$ cat config.mk
export PLATFORM = sky130hd
export DESIGN_NAME = out_pack
export DESIGN_NICKNAME = d
export VERILOG_FILES = /design/src/source/cnv_pkg.sv /design/src/source/out_pack.sv
export SDC_FILE = /design/constraint.sdc
export NUM_CORES = 1
export LEC_CHECK = 0
export BUFFER_PORTS_ARGS = -buffer_cell sky130_fd_sc_hd__buf_4
export CAP_MARGIN = 20
export CORE_ASPECT_RATIO = 1.5
export CORE_MARGIN = 4
export CORE_UTILIZATION = 35
export CTS_CLUSTER_SIZE = 12
export DETAILED_ROUTE_END_ITERATION = 8
export PLACE_DENSITY = 0.8
export SLEW_MARGIN = 20
export SYNTH_ARGS = -nofsm -noshare
export SYNTH_HDL_FRONTEND = slang
export SYNTH_SLANG_ARGS = --single-unit
$ cat constraint.sdc
create_clock -name clk -period 3.7 [get_ports clk]
set_input_delay 0.74 -clock clk [delete_from_list [all_inputs] [get_ports clk]]
set_output_delay 0.74 -clock clk [all_outputs]
set_load 0.1 [all_outputs]
$ cat src/source/cnv_pkg.sv
`default_nettype none

package cnv_pkg;

   // -------------------------------------------------------------------------
   // Datapath widths and counts
   // -------------------------------------------------------------------------
   localparam int PIX_W     = 8;                 // Activation and weight width
   localparam int N_TAPS    = 9;                 // 3x3 window
   localparam int N_KERNELS = 4;                 // Kernels run in lockstep
   localparam int ACC_W     = 20;                // Holds nine 8x8 products
   localparam int Q_MSB     = 19;                // Top of kept slice
   localparam int Q_LSB     = 12;                // Bottom of kept slice
   localparam int OUT_W     = N_KERNELS * PIX_W; // One byte per kernel
   localparam int KSEL_W    = 2;                 // Kernel index width

   // -------------------------------------------------------------------------
   // Tap word
   // -------------------------------------------------------------------------
   // Moves as one flat word, read back as nine taps in row-major order.
   // Tap 0 is the top-left neighbor and tap 8 the bottom-right one.
   typedef union packed {
      logic [N_TAPS*PIX_W-1:0]      flat;       // Bus and memory view
      logic [N_TAPS-1:0][PIX_W-1:0] tap;        // Per-tap view for the MAC
   } tap_word_u;

   typedef logic [ACC_W-1:0] acc_t;             // Unsigned MAC sum

endpackage

`default_nettype wire
$ cat src/source/out_pack.sv
`timescale 1ns/1ps
`default_nettype none

module out_pack #(
   parameter int IMG_WIDTH  = 8,
   parameter int IMG_HEIGHT = 6
) (
   input  logic                      clk,
   input  logic                      rstn,
   input  logic                      i_valid,
   input  logic                      i_last,
   input  cnv_pkg::acc_t             i_acc [cnv_pkg::N_KERNELS],
   input  logic                      i_res_ready,
   output logic                      o_res_valid,
   output logic [cnv_pkg::OUT_W-1:0] o_res_data,
   output logic                      o_res_last,
   output logic                      o_advance
);

   localparam int N_PIX = IMG_WIDTH * IMG_HEIGHT;
   localparam int CNT_W = $clog2(N_PIX);

   logic [cnv_pkg::OUT_W-1:0] res_d;
   logic [CNT_W-1:0]          pix_cnt;          // Pixels taken this frame
   logic                      take;

   // Whole pipeline stalls only on a held result
   assign o_advance = !(o_res_valid && !i_res_ready);
   assign take      = i_valid && o_advance;

   // Kernel k lands in byte k
   always_comb begin
      for (int k = 0; k < cnv_pkg::N_KERNELS; k++) begin
         res_d[k*cnv_pkg::PIX_W +: cnv_pkg::PIX_W] = i_acc[k][cnv_pkg::Q_MSB:cnv_pkg::Q_LSB];
      end
   end

   // -------------------------------------------------------------------------
   // Output register
   // -------------------------------------------------------------------------
   always_ff @(posedge clk or negedge rstn) begin
      if (!rstn) begin
         o_res_valid <= 1'b0;
         o_res_last  <= 1'b0;
         pix_cnt     <= '0;
      end else if (o_advance) begin
         o_res_valid <= i_valid;
         o_res_last  <= i_valid && i_last;
         if (i_valid) begin
            pix_cnt <= i_last ? '0 : pix_cnt + 1'b1;
         end
      end
   end

   always_ff @(posedge clk) begin
      if (take) begin
         o_res_data <= res_d;                    // Held under back-pressure
      end
   end

   // End flag from the scan lines up with the pixel count
   a_last_on_count : assert property (@(posedge clk) disable iff (!rstn)
      take |-> (i_last == (pix_cnt == CNT_W'(N_PIX - 1))));

endmodule

`default_nettype wire

; ---- Word level (Yosys, flattened, before mapping)
; Index checks and enable logic that the tools add are counted.
[totals]
regBits = 34
input_bits = 85
[classes]
n_reduce_logical = 5
[op_table]
columns = cell, n
row1 = logical AND 1 bit, 3
row2 = logical NOT 1 bit, 2

; ---- Longest topological paths before layout
; Gate-level depths: netlist of the first run.
[depth]
word_depth = 4
mapped_depth = 2

; ---- Worst setup path after synthesis of the first run
; OpenSTA, ideal clock, no wires.
[synth_path]
path_kind = reg2reg
from = register o_res_valid
to = register o_res_data[0] (netlist name) (enable)
slack_ns = 1.221
arrival_time_ns = 2.087
stages_incl_launch_ff = 3
synth_period_minus_slack_ns = 2.479
n_path_buf = 0
required_time_ns = 3.308
path_cell_list = dfrtp_1 > nand2b_4 > and2_1
[synth_via]
elab_chain_cells = 3
[synth_lines]
columns = element, line_no
row1 = "start, declared", out_pack.sv:14  ; output logic o_res_valid,
row2 = "start signal, assigned", out_pack.sv:47  ; o_res_valid <= i_valid;
row3 = logical AND 1 bit, out_pack.sv:28  ; assign o_advance = !(o_res_valid && !i_res_ready);
row4 = logical NOT 1 bit, out_pack.sv:28
row5 = net o_advance, out_pack.sv:17  ; output logic o_advance
row6 = logical AND 1 bit, out_pack.sv:29  ; assign take = i_valid && o_advance;
row7 = net take, out_pack.sv:25  ; logic take;
row8 = "end signal, assigned", out_pack.sv:57  ; o_res_data <= res_d;
row9 = "end, declared", out_pack.sv:15  ; output logic [cnv_pkg::OUT_W-1:0] o_res_data,
; The timed path passes the listed nets, and every way through them passes these cells.
; A chain may end at the register's enable or synchronous reset.

; ---- Final worst setup path of the first run
[layout_path]
from = input i_res_ready
to = output o_advance
[layout_via]
elab_chain_cells = 3
[layout_lines]
columns = element, line_no
row1 = "start, declared", out_pack.sv:13  ; input logic i_res_ready,
row2 = logical NOT 1 bit, out_pack.sv:28
row3 = logical AND 1 bit, out_pack.sv:28
row4 = logical NOT 1 bit, out_pack.sv:28
row5 = "end, declared", out_pack.sv:17
; No other way between the ends.

==> results of run 1 <==
-- state kept, by name, summed over array words and instances, names as in the netlist --
register and cells:
o_res_last 1, o_res_valid 1, o_res_data 32
-- worst max-delay path, stage by stage --
cell	delay [ns]
sky130_fd_sc_hd__buf_4	0.08
sky130_fd_sc_hd__nand2b_4	0.12
sky130_fd_sc_hd__buf_4	0.29
-- stage by stage --
| step | setup slack, ns | std cells |
|---|---|---|
| 2_1_floorplan | 1.22 | 40 |
| 3_3_place_gp | 1.73 | 151 |
| 3_5_place_dp | 1.73 | 151 |
| 4_1_cts | 1.73 | 159 |
| 5_1_grt | 1.71 | 159 |
| 6_report | 1.73 | 159 |
-- cell usage after synthesis --
cell type                  number  area, µm²
sky130_fd_sc_hd__nand2b_1       1       6.26
sky130_fd_sc_hd__edfxtp_1      32        961
sky130_fd_sc_hd__mux2i_1        1       10.0
sky130_fd_sc_hd__nand2_1        1       3.75
sky130_fd_sc_hd__nand2b_4       1       13.8
sky130_fd_sc_hd__inv_1          1       3.75
sky130_fd_sc_hd__dfrtp_1        2       50.1
sky130_fd_sc_hd__and2_1         1       6.26
-- layer usage --
layer | vias to the layer above | part of all wire, %
met1 | 297 | 29
met5 | - | 0
met3 | 3 | 19
li1 | 309 | -
met4 | 0 | 1.4
met2 | 57 | 51
-- power by group --
part	switching (µW)	total, µW	internal (µW)
Sequential	6.35	453	447
Combinational	177	230	52.7
Clock	118	247	129
-- cell families after synthesis --
kind of cell / after synthesis / share of synthesized area [%]
simple gates: 4 / 2.85
buf+inv: 1 / 0.356
flops: 34 / 95.8
mux: 1 / 0.949
-- cell type report --
type                            instances  area (µm²)
Fill cell                             241        1190
Sequential cell                        34        1010
Timing Repair Buffer                   72         541
Clock buffer                            6        72.6
Tap cell                               39        48.8
Multi-Input combinational cell          5        40.0
Clock inverter                          2        8.76
Inverter                                1        3.75
-- worst min-delay path by stage --
stage                from          end  slack, ns
6_report             rstn  o_res_valid       0.23
5_1_grt              rstn  o_res_valid       0.21
4_1_cts              rstn   o_res_last       0.22
3_5_place_dp         rstn  o_res_valid       0.52
3_3_place_gp   o_res_last   o_res_last       0.51
2_1_floorplan        rstn   o_res_last       0.44
==> run summary, run 1 <==
The flow ran to the end, and the final reports show no timing, DRC or antenna violations. Summing all placed instances gives a cell area of 1640 µm². The first routing iteration left 7 violations. The logs give 0 for the number of pins with negative max-slew slack in the final report and 0 for the hold violation count in the final report. The width of the chip works out to 52.8 µm. Net count after synthesis: 125. Entering global routing, the biggest net connects 33 pins. By startpoint and endpoint, the worst setup path is classified as input pin to output port.

The ratio of routed vias to standard cells is 4.19, and the synthesis-to-finish area growth is 63.6%. In this run the worst path has a maximum fanout of 4. The clock-pin slew on the worst setup and hold paths was 0.06 ns.

Counting flops and latches in the post-synthesis netlist gives 34. In the layout the commonest cells are 72 x sky130_fd_sc_hd__buf_4, 32 x sky130_fd_sc_hd__edfxtp_1, 5 x sky130_fd_sc_hd__clkbuf_8. In this run the core area contains 24 standard-cell rows. In the final routed layout, each cell accounts on average for 13.1 µm. The worst-case IR drop observed on VDD is 0.295 mV.

The worst pin sits at a relative slew slack of 73.9%. The logs give 0.000743 µW for the leakage power and 1050 µm² for the combined area of all synthesized cells. Global routing used 8.91% of the available met3 tracks.

Tracing the worst setup path back leads to its startpoint at i_res_ready. The run gives 2.37 ns as the reg-to-reg setup timing slack. For this run, the total global-route usage over all layers was measured as 10.9%. Global routing used 8.82% of the available met1 tracks. The repair_antennas step left the layout with diodes totalling 0. Static timing analysis puts the maximum clock frequency at 507 MHz. Each instance of the synthesized netlist takes up on average 26.4 µm². After synthesis, flip-flops and latches occupy 95.8% of the total area. The leading cell type in the layout, fill and taps excluded was sky130_fd_sc_hd__buf_4.

The number of cells on the worst reg-to-reg path works out to 3. The number of antenna violations at the first check in global routing was 0. From bottom edge to top edge, the die measures 75.2 µm. The first detailed-routing pass ran for 2 iterations.

After detailed routing, the number of remaining DRC violations is 0. Post-CTS timing repair inserted 0 buffers for setup. The core region is 2910 µm².

HPWL after detailed placement: 1640 µm. Setup repair after global routing left no endpoint under its margin. The endpoint identified for the worst register-to-register timing path is o_res_data[30]. The first global-routing pass estimated 2980 µm of wire.

The floorplan step defined a die boundary enclosing 3970 µm². For the worst setup path, the data required time is 2.96 ns. The via count of the routed design came out at 666. The number of nets in the layout was 204.

In this run the critical register-to-register path is launched from o_res_valid. At the worst endpoint, the arrival time is 1.23 ns. Dividing total power by cell area gives a power density of 539 nW/µm².

The worst path in the final design needs a cycle of 1.97 ns, including I/O delays and setup. The run gives 18.5% as the met2 usage in global routing. The tool flagged a number of max-cap violations equal to 0.

The number of sinks on the clock net was 34; the starting density of the core was 36.2%. The path class of the tightest hold or removal check is input pin to async pin. The number of clock buffers added by TritonCTS is 5.

TritonCTS built the clock tree. Synthesis handed over a netlist of 40 instances. The final weighted congestion of routability-driven global placement came out at 0.627. Following the worst setup path forward leads to its endpoint at o_advance.

The tools report the Yosys warning count as 0. met2 is the most crowded layer. The number of levels in the clock H-tree was 2.

Cells with a size suffix above 1 make up 65.8% of the layout. The master cell of the clock root buffer is sky130_fd_sc_hd__clkbuf_8. Final hold analysis gives a worst-case slack of 0.229 ns.

Clock skew on the completed layout was measured at 0.00371 ns. The post-route fraction of the period consumed by the critical path came out at 53.3%. Summed over all layers, the global routing overflow is 0. The I/O pin count was 120; the number of distinct library cells after synthesis was 8. The post-route core utilization was 59.2%.

The finished cells cover 1730 µm². The logs give 0 for the count of antenna-violating nets left after detailed routing and 930 µW for the post-route total power. The count of input and output buffers works out to 71. The run gives 2 as the maximum number of buffers from clock root to sink. Setup violations remaining at the end of the flow were counted as 0.

The logs give 0 for the post-cts gate resize count and 0 ns for the setup TNS. The number of hold buffers added after cts was 0; the total length of routed wires was 2080 µm. The worst-margin pin slew came out at 0.392 ns. The worst setup path is captured at an output port.

The critical path launch point type is an input pin. The insertion delay to the later sink of the worst-skew pair was 0.28 ns; the via count of the first global-routing pass was 732.
Note: power is estimated with default switching activity, not from simulation.
==> run 2: changes to the inputs <==
--- a/config.mk
+++ b/config.mk
@@ -5,14 +5,15 @@
 export SDC_FILE = /design/constraint.sdc
 export NUM_CORES = 1
 export LEC_CHECK = 0
+export ABC_AREA = 1
 export BUFFER_PORTS_ARGS = -buffer_cell sky130_fd_sc_hd__buf_4
 export CAP_MARGIN = 20
 export CORE_ASPECT_RATIO = 1.5
 export CORE_MARGIN = 4
-export CORE_UTILIZATION = 35
+export CORE_UTILIZATION = 29
 export CTS_CLUSTER_SIZE = 12
 export DETAILED_ROUTE_END_ITERATION = 8
-export PLACE_DENSITY = 0.8
+export PLACE_DENSITY = 0.71
 export SLEW_MARGIN = 20
 export SYNTH_ARGS = -nofsm -noshare
 export SYNTH_HDL_FRONTEND = slang
==> constraint.sdc (replaced) <==
create_clock -name clk -period 1.62 [get_ports clk]
set_input_delay 0.324 -clock clk [delete_from_list [all_inputs] [get_ports clk]]
set_output_delay 0.324 -clock clk [all_outputs]
set_load 0.1 [all_outputs]
==> run 2 against run 1 <==
Synthesized cell count is 10% higher. Critical endpoint unchanged. Clock-buffer cell count rose by 1. Highest routed layer unchanged. Largest power group unchanged. Sequential share of layout area fell by 0.79 points.
==> run summary, run 2 <==
For the total die area, the log shows 4680 µm² (was 3970 µm²). The post-route fraction of the period consumed by the critical path was 92.2%; the HPWL after detailed placement was 1900 µm (was 1640 µm). The overall overflow remaining after global route was 0 (unchanged); the wire length of the first global-routing pass was 3510 µm (was 2980 µm). The clock-pin slew on the worst setup and hold paths was 0.06 ns (about the same); the portion of the post-synthesis area used by sequential elements was 96.0% (was 95.8%). Master cell of the clock root buffer: sky130_fd_sc_hd__clkbuf_8 (unchanged). The setup violation total in the final timing report was 0 (unchanged). The minimum clock period after layout works out to 1.49 ns. The tools report the insertion delay to the later sink of the worst-skew pair as 0.27 ns (was 0.28 ns). The maximum fanout encountered on the critical timing path came out at 4 (unchanged). The leakage power is 0.000758 µW (was 0.000743 µW). The logs give 5 (unchanged) for the number of buffers created by CTS and 0 (unchanged) for the Yosys warning count. The endpoint class of the critical path was an output port (unchanged). The tools report the total inserted antenna cells as 0 (unchanged).

Most common library cells after synthesis: 32 x sky130_fd_sc_hd__edfxtp_1, 4 x sky130_fd_sc_hd__nand2_1, 2 x sky130_fd_sc_hd__dfrtp_1, 2 x sky130_fd_sc_hd__inv_1 (was 32 x sky130_fd_sc_hd__edfxtp_1, 2 x sky130_fd_sc_hd__dfrtp_1). Most frequent cells in the layout: 73 x sky130_fd_sc_hd__buf_4, 32 x sky130_fd_sc_hd__edfxtp_1, 5 x sky130_fd_sc_hd__clkbuf_8 (was 72 x sky130_fd_sc_hd__buf_4, 32 x sky130_fd_sc_hd__edfxtp_1, 5 x sky130_fd_sc_hd__clkbuf_8). The run gives 26 (was 24) as the number of rows in the core area.

Setup TNS: 0 ns (unchanged). For the setup clock skew after layout, the log shows 0.00353 ns (was 0.00371 ns). Biggest regs: o_res_data x32, o_res_last x1, o_res_valid x1 (unchanged).

For the largest net degree at the start of global routing, the log shows 21 (was 33). The via count of the routed design came out at 682 (was 666). Startpoint of the most critical setup path: o_res_valid (was i_res_ready). For the final weighted congestion of routability-driven global placement, the log shows 0.702 (was 0.627). The tools report the startpoint of the most critical register-to-register path as o_res_valid (unchanged). The critical setup path kind was flop to output port (was input pin to output port). The width of the chip is 57.2 µm (was 52.8 µm), and the starting density of the core is 30.6% (was 36.2%). The global routing usage summed across all routing layers came out at 10.5% (was 10.9%). The ratio of routed vias to standard cells came out at 4.08 (was 4.19). The cell with the most instances after synthesis was sky130_fd_sc_hd__edfxtp_1 (unchanged). The count of input and output buffers is 71 (unchanged). The fraction of layout instances using a drive strength above 1 was 65.6% (was 65.8%). Average cell area after synthesis: 23.9 µm² (was 26.4 µm²). Dominant cells by area after synthesis: sky130_fd_sc_hd__edfxtp_1 91%, sky130_fd_sc_hd__dfrtp_1 4.8%, sky130_fd_sc_hd__nand2_1 1.4% (was sky130_fd_sc_hd__edfxtp_1 91%, sky130_fd_sc_hd__dfrtp_1 4.7%, sky130_fd_sc_hd__nand2b_4 1.3%). The run gives 2 (unchanged) as the number of levels in the clock H-tree. The top cell type's share of synthesized area came out at 91.2% (was 91.1%). The post-cts gate resize count was 0 (unchanged). The maximum number of buffers from clock root to sink was 2 (unchanged); the I/O pin count was 120 (unchanged). The vertical extent of the die works out to 81.8 µm (was 75.2 µm).

The run finished with clean final reports. Setup repair after global routing left no endpoint under its margin. The number of remaining DRC errors is 0 (unchanged), and the number of flip-flops under the largest register name is 32 (unchanged). The number of distinct library cells after synthesis came out at 8 (unchanged). The net switching share of the total power came out at 32.1% (was 32.4%). For the number of sinks on the clock net, the log shows 34 (unchanged). The power per cell area is 1210 nW/µm² (was 539 nW/µm²), and the buffers inserted during post-CTS setup optimization is 0 (unchanged). The clock share of power is 25.9% (was 26.5%), and the final cell area excluding filler cells is 1760 µm² (was 1730 µm²). The count of flip-flops with a built-in enable after synthesis came out at 32 (unchanged).

The biggest area consumer among synthesized cells is sky130_fd_sc_hd__edfxtp_1 (unchanged). The run gives 0.226 ns (was 0.229 ns) as the final hold slack. The register ranked first by flip-flop count was o_res_data (unchanged). The count of max-cap constraint violations is 0 (unchanged), and the net count after synthesis is 129 (was 125). The worst supply voltage drop on vdd is 0.667 mV (was 0.295 mV), and the cell count after synthesis is 44 (was 40).

The instance area after placement was 1670 µm² (was 1640 µm²). The number of nets in the layout was 210 (was 204); the async set-or-reset flop fraction in the synthesized netlist was 5.88% (unchanged). The logs give 1.30 ns (was 2.96 ns) for the required time reported for the critical path endpoint and 2410 µm (was 2080 µm) for the total length of routed wires. The number of filler cells placed in the layout came out at 329 (was 241). The run gives 1050 µm² (about the same) as the combined area of all synthesized cells.

The kind of path behind the tightest hold check was input pin to flop (was input pin to async pin). The pre-CTS setup slack was 0.382 ns (was 1.73 ns); the highest clock rate was 670 MHz. The proportion of power drawn by combinational gates came out at 25.1% (was 24.7%).

Area of the core: 3450 µm² (was 2910 µm²). The tools report the sequential power share as 49.0% (was 48.7%). The tools report the reported net switching power as 680 µW (was 301 µW).

The number of storage elements in the synthesis netlist was 34 (unchanged); the internal power contribution was 1440 µW (was 629 µW). TritonCTS built the clock tree. Leading cell type in the layout, fill and taps excluded: sky130_fd_sc_hd__buf_4 (unchanged). Worst-margin pin slew: 0.293 ns (was 0.392 ns).

The tools report the count of antenna-violating nets left after detailed routing as 0 (unchanged). Critical path launch point type: a flop (was an input pin). The average wire per cell in the routed design is 14.5 µm (was 13.1 µm), and the final worst slack is 0.127 ns (was 1.73 ns).

For the hold violation count in the final report, the log shows 0 (unchanged). The number of pins with negative max-slew slack in the final report came out at 0 (unchanged). The number of DRC markers in iteration 0 came out at 18 (was 7). The number of antenna violations at the first check in global routing was 0 (unchanged).

Launch instance of the worst min-delay path: i_acc[53]. The first-pass detailed-route iteration total came out at 4 (was 2). The dominant synthesized flop cell is sky130_fd_sc_hd__edfxtp_1 (unchanged). The synthesis-to-finish area growth is 66.6% (was 63.6%).

The worst slew margin relative to its limit came out at 80.6% (was 73.9%). The via count of the first global-routing pass was 715 (was 732); the arrival time at the worst endpoint was 1.17 ns (was 1.23 ns).
-- run 2: power groups by stage --
stage	combinational (µW)	sequential [µW]	clock [µW]
finish	532	1040	550
global route	548	1040	616
CTS	536	1040	570
detailed placement	533	1060	0
global placement	529	1060	0
floorplan	37.7	1400	0
-- run 2: worst paths after layout --
path	to	depth (start not counted)	slack, ns
setup / recovery	o_advance	2	0.13
hold / removal	o_res_data[9]	1	0.23
setup reg to reg	o_res_data[11]	2	0.38
hold reg to reg	o_res_last	2	0.52
max in group asynchronous	o_res_valid	2	1.17
min in group asynchronous	o_res_valid	2	0.36
-- run 2: cells by family after synthesis --
kind of cell    count (synthesis)  share of synthesized area (%)
flops                          34                           96.0
simple gates                    6                           2.49
buf+inv                         3                           1.07
compound gates                  1                          0.475
-- run 2: cell type report --
class	count	area, µm²	share of cell area (%)
flip-flops and latches	34	1010	57.8
repair buffers	74	558	31.8
clock buffers	7	76.3	4.35
well taps	42	52.6	2.99
multi-input cells	7	42.5	2.42
inverters	3	11.3	0.641
-- run 2: worst max-delay path, stage by stage, from the launching register on --
cell,delay (ns)
sky130_fd_sc_hd__dfrtp_4,0.51
sky130_fd_sc_hd__nand2_2,0.10
sky130_fd_sc_hd__buf_4,0.29
-- run 2: through the flow --
stage	utilization [%]	total power (µW)	instances
final	50.9	2120	167
after global routing	50.9	2210	167
after detailed placement	48.4	1590	159
after floorplan	-	1430	44
after global placement	48.4	1580	159
after CTS	50.9	2150	167
-- run 2: metal layers --
metal	GRT usage [%]	share of wire [%]	vias up
met4	4.87	2.0	0
met3	5.82	12	6
li1	-	-	324
met5	0	0	-
met1	12.0	35	304
met2	15.9	51	48
-- run 2: timing repair --
| item | in CTS | in global routing |
|---|---|---|
| hold buffers | 1 | 0 |
| endpoints found under the setup margin | 0 | 0 |
| endpoints found under the hold margin | 2 | 0 |
==> run 3: changes to the inputs <==
--- a/config.mk
+++ b/config.mk
@@ -13,7 +13,8 @@
 export CORE_UTILIZATION = 29
 export CTS_CLUSTER_SIZE = 12
 export DETAILED_ROUTE_END_ITERATION = 8
-export PLACE_DENSITY = 0.71
+export MAX_ROUTING_LAYER = met4
+export PLACE_DENSITY = 0.74
 export SLEW_MARGIN = 20
 export SYNTH_ARGS = -nofsm -noshare
 export SYNTH_HDL_FRONTEND = slang
==> constraint.sdc (replaced) <==
create_clock -name clk -period 1.62 [get_ports clk]
set_input_delay 0.243 -clock clk [delete_from_list [all_inputs] [get_ports clk]]
set_output_delay 0.243 -clock clk [all_outputs]
set_load 0.1 [all_outputs]
==> run 3 against run 2 <==
Hold slack got worse by 0.083 ns. Largest power group unchanged. Worst setup slack improved by 0.087 ns. Clock skew about the same. Flip-flop and latch count unchanged. Register-to-register slack improved by 0.05 ns.
==> run summary, run 3 (synthesis gave the netlist of run 2 again) <==
The critical path launch point type is a flop (unchanged). The tools report the total length of routed wires as 2360 µm (was 2410 µm). The worst-margin pin slew came out at 0.291 ns (was 0.293 ns).

Critical setup path kind: flop to output port (unchanged). Most frequent cells in the layout: 71 x sky130_fd_sc_hd__buf_4, 32 x sky130_fd_sc_hd__edfxtp_1, 5 x sky130_fd_sc_hd__clkbuf_8 (was 73 x sky130_fd_sc_hd__buf_4, 32 x sky130_fd_sc_hd__edfxtp_1, 5 x sky130_fd_sc_hd__clkbuf_8). The total die area is 4680 µm² (unchanged).

The HPWL after detailed placement came out at 1850 µm (was 1900 µm). The run gives 26 (unchanged) as the number of rows in the core area. The average wire per cell in the routed design was 14.1 µm (was 14.5 µm); the clock-pin slew on the worst setup and hold paths was 0.06 ns (about the same). The count of max-cap constraint violations is 0 (unchanged), and the first-pass detailed-route iteration total is 2 (was 4). The endpoint class of the critical path is an output port (unchanged). The run gives 1670 µm² (about the same) as the instance area after placement. The hold violation count in the final report came out at 0 (unchanged).

The run gives 0 (unchanged) as the count of antenna-violating nets left after detailed routing. The kind of cell adding the most delay to the critical path is flip-flops (unchanged). The run gives 0.000761 µW (was 0.000758 µW) as the leakage power. The setup TNS is 0 ns (unchanged), and the number of remaining DRC errors is 0 (unchanged). The count of input and output buffers is 71 (unchanged). The starting density of the core was 30.6% (unchanged); the highest clock rate was 711 MHz (was 670 MHz).

The vertical extent of the die came out at 81.8 µm (unchanged). The minimum clock period after layout came out at 1.41 ns (was 1.49 ns). The synthesis-to-finish area growth works out to 67.6% (was 66.6%). The maximum cell stage delay along the critical path is 0.51 ns (about the same), and the worst supply voltage drop on vdd is 0.657 mV (was 0.667 mV). The number of DRC markers in iteration 0 is 10 (was 18), and the wire length of the first global-routing pass is 3530 µm (was 3510 µm).

Area of the core: 3450 µm² (unchanged). For the cell count after placement, the log shows 158 (was 159). The run gives 34 (unchanged) as the number of sinks on the clock net. The fraction of layout instances using a drive strength above 1 was 65.6% (unchanged). CP cell instances: nand2_2 > buf_4 (unchanged). For the required time reported for the critical path endpoint, the log shows 1.38 ns (was 1.30 ns). The buffers inserted during post-CTS setup optimization is 0 (unchanged). The arrival time at the worst endpoint is 1.16 ns (was 1.17 ns). The worst slew margin relative to its limit is 80.8% (was 80.6%). The via count of the first global-routing pass came out at 754 (was 715). The ratio of routed vias to standard cells was 4.08 (about the same). Setup repair after global routing left no endpoint under its margin. The kind of path behind the tightest hold check is input pin to flop (unchanged).

The total inserted antenna cells was 0 (unchanged). The tools report the number of standard cells in the layout, taps in and fillers out as 167 (unchanged). Maximum fanout encountered on the critical timing path: 4 (unchanged). The global routing usage summed across all routing layers came out at 10.5% (about the same). The number of filler cells placed in the layout was 300 (was 329). The flow ran to the end, and the final reports show no timing, DRC or antenna violations. The post-route fraction of the period consumed by the critical path came out at 86.8% (was 92.2%). The setup clock skew after layout was 0.00390 ns (was 0.00353 ns). Biggest regs: o_res_data x32, o_res_last x1, o_res_valid x1 (unchanged).

The power per cell area was 1210 nW/µm² (about the same); the final worst slack was 0.214 ns (was 0.127 ns). For the I/O pin count, the log shows 120 (unchanged). The number of flip-flops under the largest register name was 32 (unchanged); the setup violation total in the final timing report was 0 (unchanged). The run gives 1770 µm² (was 1760 µm²) as the final cell area excluding filler cells.

The master cell of the clock root buffer is sky130_fd_sc_hd__clkbuf_8 (unchanged). The overall overflow remaining after global route is 0 (unchanged). The run gives 0.440 ns (was 0.382 ns) as the pre-CTS setup slack. The number of nets in the layout is 209 (was 210), and the width of the chip is 57.2 µm (unchanged). The via count of the routed design is 681 (was 682), and the number of antenna violations at the first check in global routing is 0 (unchanged).

The logs give 0.27 ns (about the same) for the insertion delay to the later sink of the worst-skew pair and 0.732 (was 0.702) for the final weighted congestion of routability-driven global placement. The sum of buffers and inverters on the critical path came out at 1 (unchanged). The number of pins with negative max-slew slack in the final report came out at 0 (unchanged). The register ranked first by flip-flop count was o_res_data (unchanged). The maximum number of buffers from clock root to sink was 2 (unchanged); the largest net degree at the start of global routing was 33 (was 21). The number of levels in the clock H-tree came out at 2 (unchanged).

Leading cell type in the layout, fill and taps excluded: sky130_fd_sc_hd__buf_4 (unchanged). Highest-delay cell along the critical path: sky130_fd_sc_hd__dfrtp_4 (unchanged). TritonCTS built the clock tree. The number of buffers created by CTS was 5 (unchanged).
==> run 3: changes by cell type in the layout (fill, tap and decap cells not counted) <==
cell,before,now
sky130_fd_sc_hd__clkinv_2,0,1
sky130_fd_sc_hd__buf_4,73,71
sky130_fd_sc_hd__clkbuf_1,2,1
sky130_fd_sc_hd__clkinv_1,0,1
sky130_fd_sc_hd__buf_12,0,1
==> run 3: metrics by stage <==
stage	utilization (%)	hold WS (ns)	total power (µW)
finish	51.2	0.143	2130
global route	51.2	0.119	2220
CTS	51.2	0.128	2170
detailed placement	48.5	0.0270	1590
global placement	48.5	0.0250	1590
floorplan	-	-0.0526	1430
==> run 3: power breakdown <==
group	internal [µW]	total (µW)	leakage (µW)	switching [µW]
combinational	125	535	0.000391	410
sequential	1020	1040	0.000328	16.2
clock	294	557	0.0000426	263
total	1440	2130	0.000761	689
==> run 3: worst paths after layout <==
| kind | startpoint | endpoint | slack, ns | cells after the start |
|---|---|---|---|---|
| worst max-delay path | o_res_valid | o_advance | 0.21 | 2 |
| max in group asynchronous | rstn | o_res_valid | 1.24 | 2 |
| min in group asynchronous | rstn | o_res_valid | 0.29 | 2 |
| worst max register to register | o_res_valid | o_res_data[25] | 0.43 | 2 |
| worst min register to register | o_res_last | o_res_last | 0.55 | 2 |
| worst min-delay path | i_acc[77] | o_res_data[5] | 0.14 | 1 |
==> run 3: layer usage <==
layer / vias up / track usage [%] / part of all wire [%]
met5: - / - / 0
met4: 0 / 4.18 / 0.25
met3: 2 / 4.56 / 11
met2: 53 / 17.3 / 50
met1: 303 / 11.2 / 39
li1: 323 / - / -
==> run 3: repair_timing <==
item | CTS | global route
resized for setup | 0 | 0
endpoints found under the hold margin | 2 | 0
hold buffers | 1 | 0
==> run 3: final cells by class <==
class / instances / area (µm²) / area share (%)
timing repair buffer: 73 / 563 / 31.9
clock inverter: 2 / 8.76 / 0.496
inverter: 3 / 11.3 / 0.638
clock buffer: 6 / 72.6 / 4.11
tap: 42 / 52.6 / 2.98
sequential: 34 / 1010 / 57.5
multi-input combinational: 7 / 42.5 / 2.41
==> run 3: worst reg2reg max path, stage by stage (launching register included) <==
cell                      delay (ns)
sky130_fd_sc_hd__dfrtp_4        0.51
sky130_fd_sc_hd__a21oi_4        0.16
sky130_fd_sc_hd__buf_12         0.22
